## src/design/branch_defines.svh

```systemverilog
`ifndef BRANCH_DEFINES_SVH
`define BRANCH_DEFINES_SVH

// Datapath width, every PC and target is this wide
`define ADDR_W     16

// Table sizing, index taken from pc bits just above bit 0
`define BHT_IDX_W  4        // 16 counters
`define BTB_IDX_W  4        // 16 entries, tag is the rest of the pc

// 2-bit counter state after reset, weakly not taken
`define BHT_INIT   2'b01

// Branch opcodes in instr[15:12]
`define OP_B       4'b1100  // PC-relative, 9-bit offset
`define OP_BR      4'b1101  // Register target from Rs

`endif

```

## src/design/branch_pkg.sv

```systemverilog
`default_nettype none

`include "branch_defines.svh"

package branch_pkg;

  // Condition flags from the ALU, Z V N order as in the flag register
  typedef struct packed {
    logic z;  // Zero
    logic v;  // Overflow
    logic n;  // Negative
  } flags_t;

  // Condition code field, bits [11:9] of a branch
  typedef enum logic [2:0] {
    NEQ    = 3'd0,
    EQ     = 3'd1,
    GT     = 3'd2,
    LT     = 3'd3,
    GTE    = 3'd4,
    LTE    = 3'd5,
    OVFL   = 3'd6,
    UNCOND = 3'd7
  } cond_e;

  ////////////////////////////////////////////////////////////////////////////
  // Instruction formats
  ////////////////////////////////////////////////////////////////////////////
  typedef struct packed {
    logic [3:0]        opcode;  // 1100
    cond_e             cond;
    logic signed [8:0] imm;     // Halfword offset
  } b_fmt_t;

  typedef struct packed {
    logic [3:0] opcode;   // 1101
    cond_e      cond;
    logic       pad_hi;   // Unused bit 8
    logic [3:0] rs;       // Target register
    logic [3:0] pad_lo;   // Unused low nibble
  } br_fmt_t;

  // Same 16-bit word, format picked by opcode in decode
  typedef union packed {
    b_fmt_t  b;
    br_fmt_t br;
  } instr_u;

  ////////////////////////////////////////////////////////////////////////////
  // Table lookup and update records
  ////////////////////////////////////////////////////////////////////////////
  typedef struct packed {
    logic               wen;    // One-cycle write strobe
    logic [`ADDR_W-1:0] pc;     // Branch address
    logic               taken;  // Resolved direction
  } bht_upd_t;

  typedef struct packed {
    logic               wen;
    logic [`ADDR_W-1:0] pc;
    logic [`ADDR_W-1:0] target;  // Resolved taken target
  } btb_upd_t;

  typedef struct packed {
    logic               hit;     // Valid and tag match
    logic [`ADDR_W-1:0] target;
  } btb_look_t;

endpackage

`default_nettype wire

```

## src/design/branch_history_table.sv

```systemverilog
`timescale 1ns/1ps
`default_nettype none

`include "branch_defines.svh"

// Direction predictor, one 2-bit saturating counter per index
module branch_history_table (
  input  wire                    clk,
  input  wire                    rst,
  input  wire [`ADDR_W-1:0]      fetch_pc,   // Lookup address from fetch
  input  wire branch_pkg::bht_upd_t upd,     // Resolved outcome from decode
  output logic                   pred_taken
);

  localparam int DEPTH = 2 ** `BHT_IDX_W;

  logic [1:0] cnt_q [DEPTH];       // Counter array

  logic [`BHT_IDX_W-1:0] rd_idx;   // Fetch side index
  logic [`BHT_IDX_W-1:0] wr_idx;   // Update side index
  logic [1:0]            cur_cnt;  // Counter at the update index
  logic [1:0]            nxt_cnt;  // Counter after the update

  // Bit 0 is always zero for halfword-aligned code, skip it
  assign rd_idx = fetch_pc[`BHT_IDX_W:1];
  assign wr_idx = upd.pc[`BHT_IDX_W:1];

  // Lookup is pure read, a same-cycle write is not forwarded
  assign pred_taken = cnt_q[rd_idx][1];  // MSB set means taken

  ////////////////////////////////////////////////////////////////////////////
  // Saturating counter step
  ////////////////////////////////////////////////////////////////////////////
  always_comb begin
    cur_cnt = cnt_q[wr_idx];
    nxt_cnt = cur_cnt;                     // Hold when saturated
    if (upd.taken) begin
      if (cur_cnt != 2'b11)
        nxt_cnt = cur_cnt + 2'd1;          // Toward strongly taken
    end else begin
      if (cur_cnt != 2'b00)
        nxt_cnt = cur_cnt - 2'd1;          // Toward strongly not taken
    end
  end

  always_ff @(posedge clk) begin
    if (rst) begin
      for (int i = 0; i < DEPTH; i++) begin
        cnt_q[i] <= `BHT_INIT;             // Weakly not taken
      end
    end else if (upd.wen) begin
      cnt_q[wr_idx] <= nxt_cnt;
    end
  end

  // Decode must never leave the strobe floating once out of reset
  a_upd_wen_known : assert property (
    @(posedge clk) disable iff (rst) !$isunknown(upd.wen)
  ) else $error("BHT update strobe unknown");

endmodule

`default_nettype wire

```

## src/design/branch_target_buffer.sv

```systemverilog
`timescale 1ns/1ps
`default_nettype none

`include "branch_defines.svh"

// Direct-mapped target cache, valid bit plus tag plus full target per entry
module branch_target_buffer (
  input  wire                    clk,
  input  wire                    rst,
  input  wire [`ADDR_W-1:0]      fetch_pc,
  input  wire branch_pkg::btb_upd_t upd,     // Fill request from decode
  output branch_pkg::btb_look_t  look        // Hit and stored target
);

  localparam int DEPTH = 2 ** `BTB_IDX_W;
  localparam int TAG_W = `ADDR_W - `BTB_IDX_W - 1;  // Bit 0 not stored

  logic             valid_q [DEPTH];   // Cleared on reset
  logic [TAG_W-1:0] tag_q   [DEPTH];   // Payload, no reset
  logic [`ADDR_W-1:0] tgt_q [DEPTH];   // Payload, no reset

  logic [`BTB_IDX_W-1:0] rd_idx;
  logic [TAG_W-1:0]      rd_tag;
  logic [`BTB_IDX_W-1:0] wr_idx;
  logic [TAG_W-1:0]      wr_tag;

  ////////////////////////////////////////////////////////////////////////////
  // Address split
  ////////////////////////////////////////////////////////////////////////////
  assign rd_idx = fetch_pc[`BTB_IDX_W:1];
  assign rd_tag = fetch_pc[`ADDR_W-1:`BTB_IDX_W+1];
  assign wr_idx = upd.pc[`BTB_IDX_W:1];
  assign wr_tag = upd.pc[`ADDR_W-1:`BTB_IDX_W+1];

  // Combinational lookup, returns pre-write contents on a same-cycle fill
  always_comb begin
    look.hit    = valid_q[rd_idx] && (tag_q[rd_idx] == rd_tag);
    look.target = tgt_q[rd_idx];   // Only meaningful with hit
  end

  // Valid bits carry the control state
  always_ff @(posedge clk) begin
    if (rst) begin
      for (int i = 0; i < DEPTH; i++) begin
        valid_q[i] <= 1'b0;
      end
    end else if (upd.wen) begin
      valid_q[wr_idx] <= 1'b1;
    end
  end

  // A fill overwrites whatever pc owned the slot before
  always_ff @(posedge clk) begin
    if (upd.wen) begin
      tag_q[wr_idx] <= wr_tag;
      tgt_q[wr_idx] <= upd.target;
    end
  end

  // Instructions are 16-bit, so a stored target must be halfword aligned
  a_fill_aligned : assert property (
    @(posedge clk) disable iff (rst) upd.wen |-> (upd.target[0] == 1'b0)
  ) else $error("BTB fill with odd target %h", upd.target);

endmodule

`default_nettype wire

```

## src/design/fetch_predictor.sv

```systemverilog
`timescale 1ns/1ps
`default_nettype none

`include "branch_defines.svh"

// Fetch-side next PC choice from the BHT direction and the BTB target
module fetch_predictor (
  input  wire [`ADDR_W-1:0]      fetch_pc,
  input  wire                    bht_taken,     // Counter MSB
  input  wire branch_pkg::btb_look_t btb_look,  // Target lookup result
  output logic                   pred_taken,
  output logic [`ADDR_W-1:0]     pred_next_pc
);

  logic [`ADDR_W-1:0] seq_pc;   // Fall-through address

  // Next halfword
  assign seq_pc = fetch_pc + `ADDR_W'(2);

  ////////////////////////////////////////////////////////////////////////////
  // Prediction
  ////////////////////////////////////////////////////////////////////////////
  always_comb begin
    // Taken needs both a taken counter and a known target
    pred_taken = bht_taken & btb_look.hit;

    if (pred_taken)
      pred_next_pc = btb_look.target;  // Redirect fetch to cached target
    else
      pred_next_pc = seq_pc;           // Keep streaming
  end

endmodule

`default_nettype wire

```

## src/design/branch_control.sv

```systemverilog
`timescale 1ns/1ps
`default_nettype none

`include "branch_defines.svh"

// Decode-stage branch resolution and predictor training
module branch_control (
  input  wire                      clk,             // Assertions only
  input  wire                      rst,
  input  wire                      id_valid,
  input  wire [`ADDR_W-1:0]        id_pc,           // Address of the decoded instr
  input  wire branch_pkg::instr_u  id_instr,
  input  wire branch_pkg::flags_t  id_flags,
  input  wire [`ADDR_W-1:0]        id_rs_data,      // BR target register
  input  wire [`ADDR_W-1:0]        id_pred_next_pc, // What fetch chose after it
  output logic [`ADDR_W-1:0]       actual_next_pc,
  output logic                     redirect,
  output branch_pkg::bht_upd_t     bht_upd,
  output branch_pkg::btb_upd_t     btb_upd
);

  import branch_pkg::*;

  logic               is_b;         // PC-relative branch
  logic               is_br;        // Register branch
  logic               is_branch;    // Valid branch in decode
  logic               cond_met;     // Condition code satisfied
  logic               taken;        // Branch and condition met
  logic [`ADDR_W-1:0] seq_pc;       // id_pc + 2
  logic [`ADDR_W-1:0] offset;       // Sign-extended byte offset
  logic [`ADDR_W-1:0] target;       // Taken destination
  logic               upd_ok;       // Strobes allowed out of reset

  ////////////////////////////////////////////////////////////////////////////
  // Decode
  ////////////////////////////////////////////////////////////////////////////
  assign is_b      = (id_instr.b.opcode == `OP_B);
  assign is_br     = (id_instr.b.opcode == `OP_BR);   // Opcode at same bits
  assign is_branch = id_valid & (is_b | is_br);
  assign upd_ok    = ~rst;

  // Condition code against Z V N
  always_comb begin
    unique case (id_instr.b.cond)
      NEQ:     cond_met = ~id_flags.z;
      EQ:      cond_met =  id_flags.z;
      GT:      cond_met = ~id_flags.z & ~id_flags.n;
      LT:      cond_met =  id_flags.n;
      GTE:     cond_met =  id_flags.z | (~id_flags.z & ~id_flags.n);
      LTE:     cond_met =  id_flags.z | id_flags.n;
      OVFL:    cond_met =  id_flags.v;
      UNCOND:  cond_met = 1'b1;
      default: cond_met = 1'b0;   // Unreachable, all codes listed
    endcase
  end

  assign taken = is_branch & cond_met;

  ////////////////////////////////////////////////////////////////////////////
  // Target and next PC
  ////////////////////////////////////////////////////////////////////////////
  assign seq_pc = id_pc + `ADDR_W'(2);

  // imm counts halfwords, so shift in a zero after sign extension
  assign offset = {{(`ADDR_W-10){id_instr.b.imm[8]}}, id_instr.b.imm, 1'b0};

  assign target = is_br ? id_rs_data : (seq_pc + offset);  // BR takes Rs as is

  assign actual_next_pc = taken ? target : seq_pc;

  // Fetch guessed wrong direction or wrong target
  assign redirect = upd_ok & is_branch & (actual_next_pc != id_pred_next_pc);

  ////////////////////////////////////////////////////////////////////////////
  // Table training
  ////////////////////////////////////////////////////////////////////////////
  always_comb begin
    bht_upd.wen   = upd_ok & is_branch;   // Every branch trains direction
    bht_upd.pc    = id_pc;
    bht_upd.taken = taken;

    // Fill only on a taken branch whose target fetch did not already follow
    btb_upd.wen    = upd_ok & taken & (target != id_pred_next_pc);
    btb_upd.pc     = id_pc;
    btb_upd.target = target;
  end

  // A register branch must land on a halfword boundary
  a_br_target_aligned : assert property (
    @(posedge clk) disable iff (rst) (taken && is_br) |-> (id_rs_data[0] == 1'b0)
  ) else $error("Taken BR to odd target %h", id_rs_data);

  // Fetch only ever follows halfword-aligned addresses
  a_pred_pc_aligned : assert property (
    @(posedge clk) disable iff (rst) id_valid |-> (id_pred_next_pc[0] == 1'b0)
  ) else $error("Odd predicted next pc %h in decode", id_pred_next_pc);

endmodule

`default_nettype wire

```

## src/design/branch_unit.sv

```systemverilog
`timescale 1ns/1ps
`default_nettype none

`include "branch_defines.svh"

// Branch prediction and resolution top, fetch side plus decode side
module branch_unit (
  input  wire                      clk,
  input  wire                      rst,
  // Fetch
  input  wire [`ADDR_W-1:0]        fetch_pc,
  output logic                     pred_taken,
  output logic [`ADDR_W-1:0]       pred_next_pc,
  // Decode
  input  wire                      id_valid,
  input  wire [`ADDR_W-1:0]        id_pc,
  input  wire branch_pkg::instr_u  id_instr,
  input  wire branch_pkg::flags_t  id_flags,
  input  wire [`ADDR_W-1:0]        id_rs_data,
  input  wire [`ADDR_W-1:0]        id_pred_next_pc,
  output logic [`ADDR_W-1:0]       actual_next_pc,
  output logic                     redirect
);

  import branch_pkg::*;

  logic      bht_taken;   // Direction from the counters
  btb_look_t btb_look;    // Target lookup
  bht_upd_t  bht_upd;     // Decode to BHT
  btb_upd_t  btb_upd;     // Decode to BTB

  ////////////////////////////////////////////////////////////////////////////
  // Fetch side, both tables see fetch_pc in parallel
  ////////////////////////////////////////////////////////////////////////////
  branch_history_table u_bht (
    .clk        (clk),
    .rst        (rst),
    .fetch_pc   (fetch_pc),
    .upd        (bht_upd),
    .pred_taken (bht_taken)
  );

  branch_target_buffer u_btb (
    .clk      (clk),
    .rst      (rst),
    .fetch_pc (fetch_pc),
    .upd      (btb_upd),
    .look     (btb_look)
  );

  fetch_predictor u_fetch_pred (
    .fetch_pc     (fetch_pc),
    .bht_taken    (bht_taken),
    .btb_look     (btb_look),
    .pred_taken   (pred_taken),
    .pred_next_pc (pred_next_pc)
  );

  ////////////////////////////////////////////////////////////////////////////
  // Decode side
  ////////////////////////////////////////////////////////////////////////////
  branch_control u_branch_ctrl (
    .clk             (clk),
    .rst             (rst),
    .id_valid        (id_valid),
    .id_pc           (id_pc),
    .id_instr        (id_instr),
    .id_flags        (id_flags),
    .id_rs_data      (id_rs_data),
    .id_pred_next_pc (id_pred_next_pc),
    .actual_next_pc  (actual_next_pc),
    .redirect        (redirect),
    .bht_upd         (bht_upd),   // Trains u_bht
    .btb_upd         (btb_upd)    // Fills u_btb
  );

endmodule

`default_nettype wire

```

## config.mk

```make
export PLATFORM = sky130hd
export DESIGN_NAME = branch_unit
export DESIGN_NICKNAME = d
export VERILOG_FILES = /design/src/design/branch_pkg.sv /design/src/design/branch_history_table.sv /design/src/design/branch_target_buffer.sv /design/src/design/fetch_predictor.sv /design/src/design/branch_control.sv /design/src/design/branch_unit.sv
export VERILOG_INCLUDE_DIRS = /design/src /design/src/design
export SDC_FILE = /design/constraint.sdc
export NUM_CORES = 1
export LEC_CHECK = 0
export ABC_CLOCK_PERIOD_IN_PS = 22900
export BUFFER_PORTS_ARGS = -buffer_cell sky130_fd_sc_hd__buf_4
export CORE_MARGIN = 3
export CORE_UTILIZATION = 50
export CTS_CLUSTER_SIZE = 25
export DETAILED_ROUTE_END_ITERATION = 10
export PLACE_DENSITY_LB_ADDON = 0.12
export SLEW_MARGIN = 20
export SYNTH_ARGS = -nofsm -noshare
export SYNTH_HDL_FRONTEND = slang
export SYNTH_SLANG_ARGS = --single-unit
```

## constraint.sdc

```tcl
create_clock -name clk -period 22.9 [get_ports clk]
set_clock_uncertainty 0.15 [all_clocks]
set_input_delay 4.58 -clock clk [delete_from_list [all_inputs] [get_ports clk]]
set_output_delay 4.58 -clock clk [all_outputs]
set_load 0.1 [all_outputs]
```

==> metrics <==
Ys Warns=0; Async S/R FF share, synth=0%; Post-CTS Setup Repair Bufs=0; clock share of power=38.9%; share of the synthesized area in the top cell type=65.1%; unrepaired setup endpoints after global routing=no; fin cells=1961; largest net degree at the start of global routing=50; Largest stage delay, worst path=850 ps; core footprint=0.0421 mm²; pwr/cell area=80.8 mW/mm²; critical path peak fanout=49; period utilisation layout=61.8%; first-pass GRT wire length=79300 µm; CP bufs+invs=4; Clock Tree Buf Depth=3; antenna violations before repair=0; min Tclk post-route=14150 ps; Slew HR=24.4%; Synth area leader=edfxtp_1; fill count=3201; Gate power share=11.3%; Crit Path Class=input pin to output port; I/O Pins=120; Design Area, Final=0.0246 mm²; most used cell, CP=buf_4; # hold bufs at CTS=0; clk sinks=480; CTS resizes=0; clock latency on the worst-skew pair=580 ps; register area share after synthesis=66.6%; placed inst area=0.0230 mm²; Die H=213 µm; gr usage total=24.3%; leak pwr=8.14 nW; Cell Int Power=0.00151 W; GRT Residual Overflow=0; CTS tree=done; crit-path leading delay family=buffers and inverters; Seq pwr share=49.8%; # DRC=0; MaxCap Viol Count=0; Final setup viols=0; Worst-Margin Slew=1130 ps; VDD IR max=0.0438 mV; Via density=6.23; most common cell in the synthesized netlist=edfxtp_1; status=finished, final reports clean; worst hold path type=flop to flop; Cell Area, Synth=0.0214 mm²; initial core utilization=50.8%; DRT Wirelength=54000 µm; Hold Path Stages=2; worst path cell trace=buf_6 -> buf_4 -> buf_4 -> mux4_2 -> mux4_2 -> xnor2_1 -> nand4_1 -> or3_2 -> mux2_4 -> buf_4; die area=0.0453 mm²; Critical Path AT=9420 ps; Area Overhead vs Synth=14.9%; via count=12222; CP Launch Type=input pin; Primary FF master, synth=edfxtp_1; Fin Setup TNS=0 ps; highest clock rate=70.7 MHz; count of cell instances traversed by the critical path=10; Net Count, Synth=1365; Fin. Hold Viols=0; GP Congestion=0.847; Sw Share=23.8%; Worst EP required=18170 ps; Clock Pin Slew Worst Setup and Hold Paths=60 ps; Net Sw Power=0.000473 W; # H-tree levels=2; ranking of synthesized cells by area=edfxtp_1, mux4_2, xnor2_1; post-detailed-route wirelength per cell=27.5 µm; Post-synth EDFFs=464; syn avg cell area=17.0 µm²; Yosys reg bits=480; Die X=213 µm; Final #Nets=1493; vias in the first global route=12248; fraction of layout cells with a size suffix above 1=28.0%; # diodes=0; HPWL after DPL=31600 µm; critical path's slowest cell=buf_4; Netlist cell types=61; r2r worst-path depth=6; IO buf count=119; crit end category=output port; DP Cell Count=1872; Routed Antenna Nets=0; Syn Inst Count=1257; DR iter-0 viols=1219; max-slew violation count=0; root buf cell=clkbuf_16; CTS Buf Count=50; row count=75; DR pass1 iterations=5; Commonest cells post-synth=edfxtp_1, mux4_2, nor2_1, nand3_1, clkbuf_1
cell families (layout without fill, tap and decap cells):
family,Yosys count,after routing,synth area share (%)
XOR/XNOR,71,71,2.97
flip-flops,480,480,66.6
AND/OR/NAND/NOR,264,264,6.27
multiplexers,162,162,16.1
adder cells (fa/ha/maj),24,24,1.41
AO/OA/AOI/OAI,146,146,4.56
buffers and inverters,110,275,2.14
layout make-up:
cell class,instances,area (µm²),share of cell area [%]
sequential,480,14300,58.0
clock inverter,30,215,0.875
inverter,37,139,0.565
clock buffer,59,1350,5.48
timing repair buffer,149,1120,4.56
multi-input combinational,667,6840,27.8
tap,539,674,2.74
sequential cells by signal (all words and copies together), names as in the netlist:
| name | cells |
|---|---|
| u_btb.tag_q | 176 |
| u_btb.valid_q | 16 |
| u_bht.cnt_q | 32 |
| u_btb.tgt_q | 256 |
worst register-to-register path, cell delays in order, from the launching register on:
cell and delay (ps):
edfxtp_1 430, mux4_2 520, mux4_2 500, inv_1 70, maj3_1 510, nor2b_1 330
nand3_1 120
final timing paths:
kind / startpoint / end / slack [ps]
worst max-delay path: fetch_pc[1] / pred_next_pc[2] / 8750
worst min-delay path: u_btb.valid_q[9] / u_btb.valid_q[9] / 320
worst max register to register: u_bht.cnt_q[15][1] / u_bht.cnt_q[15][0] / 19980
worst min register to register: u_btb.valid_q[9] / u_btb.valid_q[9] / 320
placed cells by master, fill, tap and decap left out, types with 17 or more instances in the layout:
cell,n
xnor2_1,39
ha_1,21
and3_1,19
a21oi_1,33
mux4_2,144
a21o_1,21
clkbuf_16,53
nor2_1,48
edfxtp_1,464
xor2_1,31
buf_4,148
inv_1,37
nand3_1,61
o22ai_1,17
nand2_1,46
routing by layer:
metal | GRT usage [%] | wire length [µm] | vias up
met5 | 0 | 0 | -
met4 | 7.00 | 1210 | 0
met3 | 3.56 | 3780 | 89
met2 | 38.6 | 25600 | 530
met1 | 35.6 | 23400 | 6289
li1 | - | - | 5314
per-stage QoR:
stage | hold WS, ps | util [%] | power, W | setup slack, ps
floorplan | 299 | - | 0.00115 | 7480
global placement | 310 | 54.7 | 0.00123 | 8590
detailed placement | 314 | 54.7 | 0.00123 | 8480
CTS | 323 | 58.4 | 0.00200 | 8470
global route | 344 | 58.4 | 0.00206 | 8340
finish | 323 | 58.4 | 0.00199 | 8750
power groups by stage:
stage	logic (W)	clock network (W)	registers (W)
after floorplan	0.000146	0	0.00101
after global placement	0.000223	0	0.00101
after detailed placement	0.000225	0	0.00101
after CTS	0.000226	0.000787	0.000989
after global routing	0.000241	0.000825	0.000989
final	0.000225	0.000773	0.000989
(Power assumes the default switching activity.)
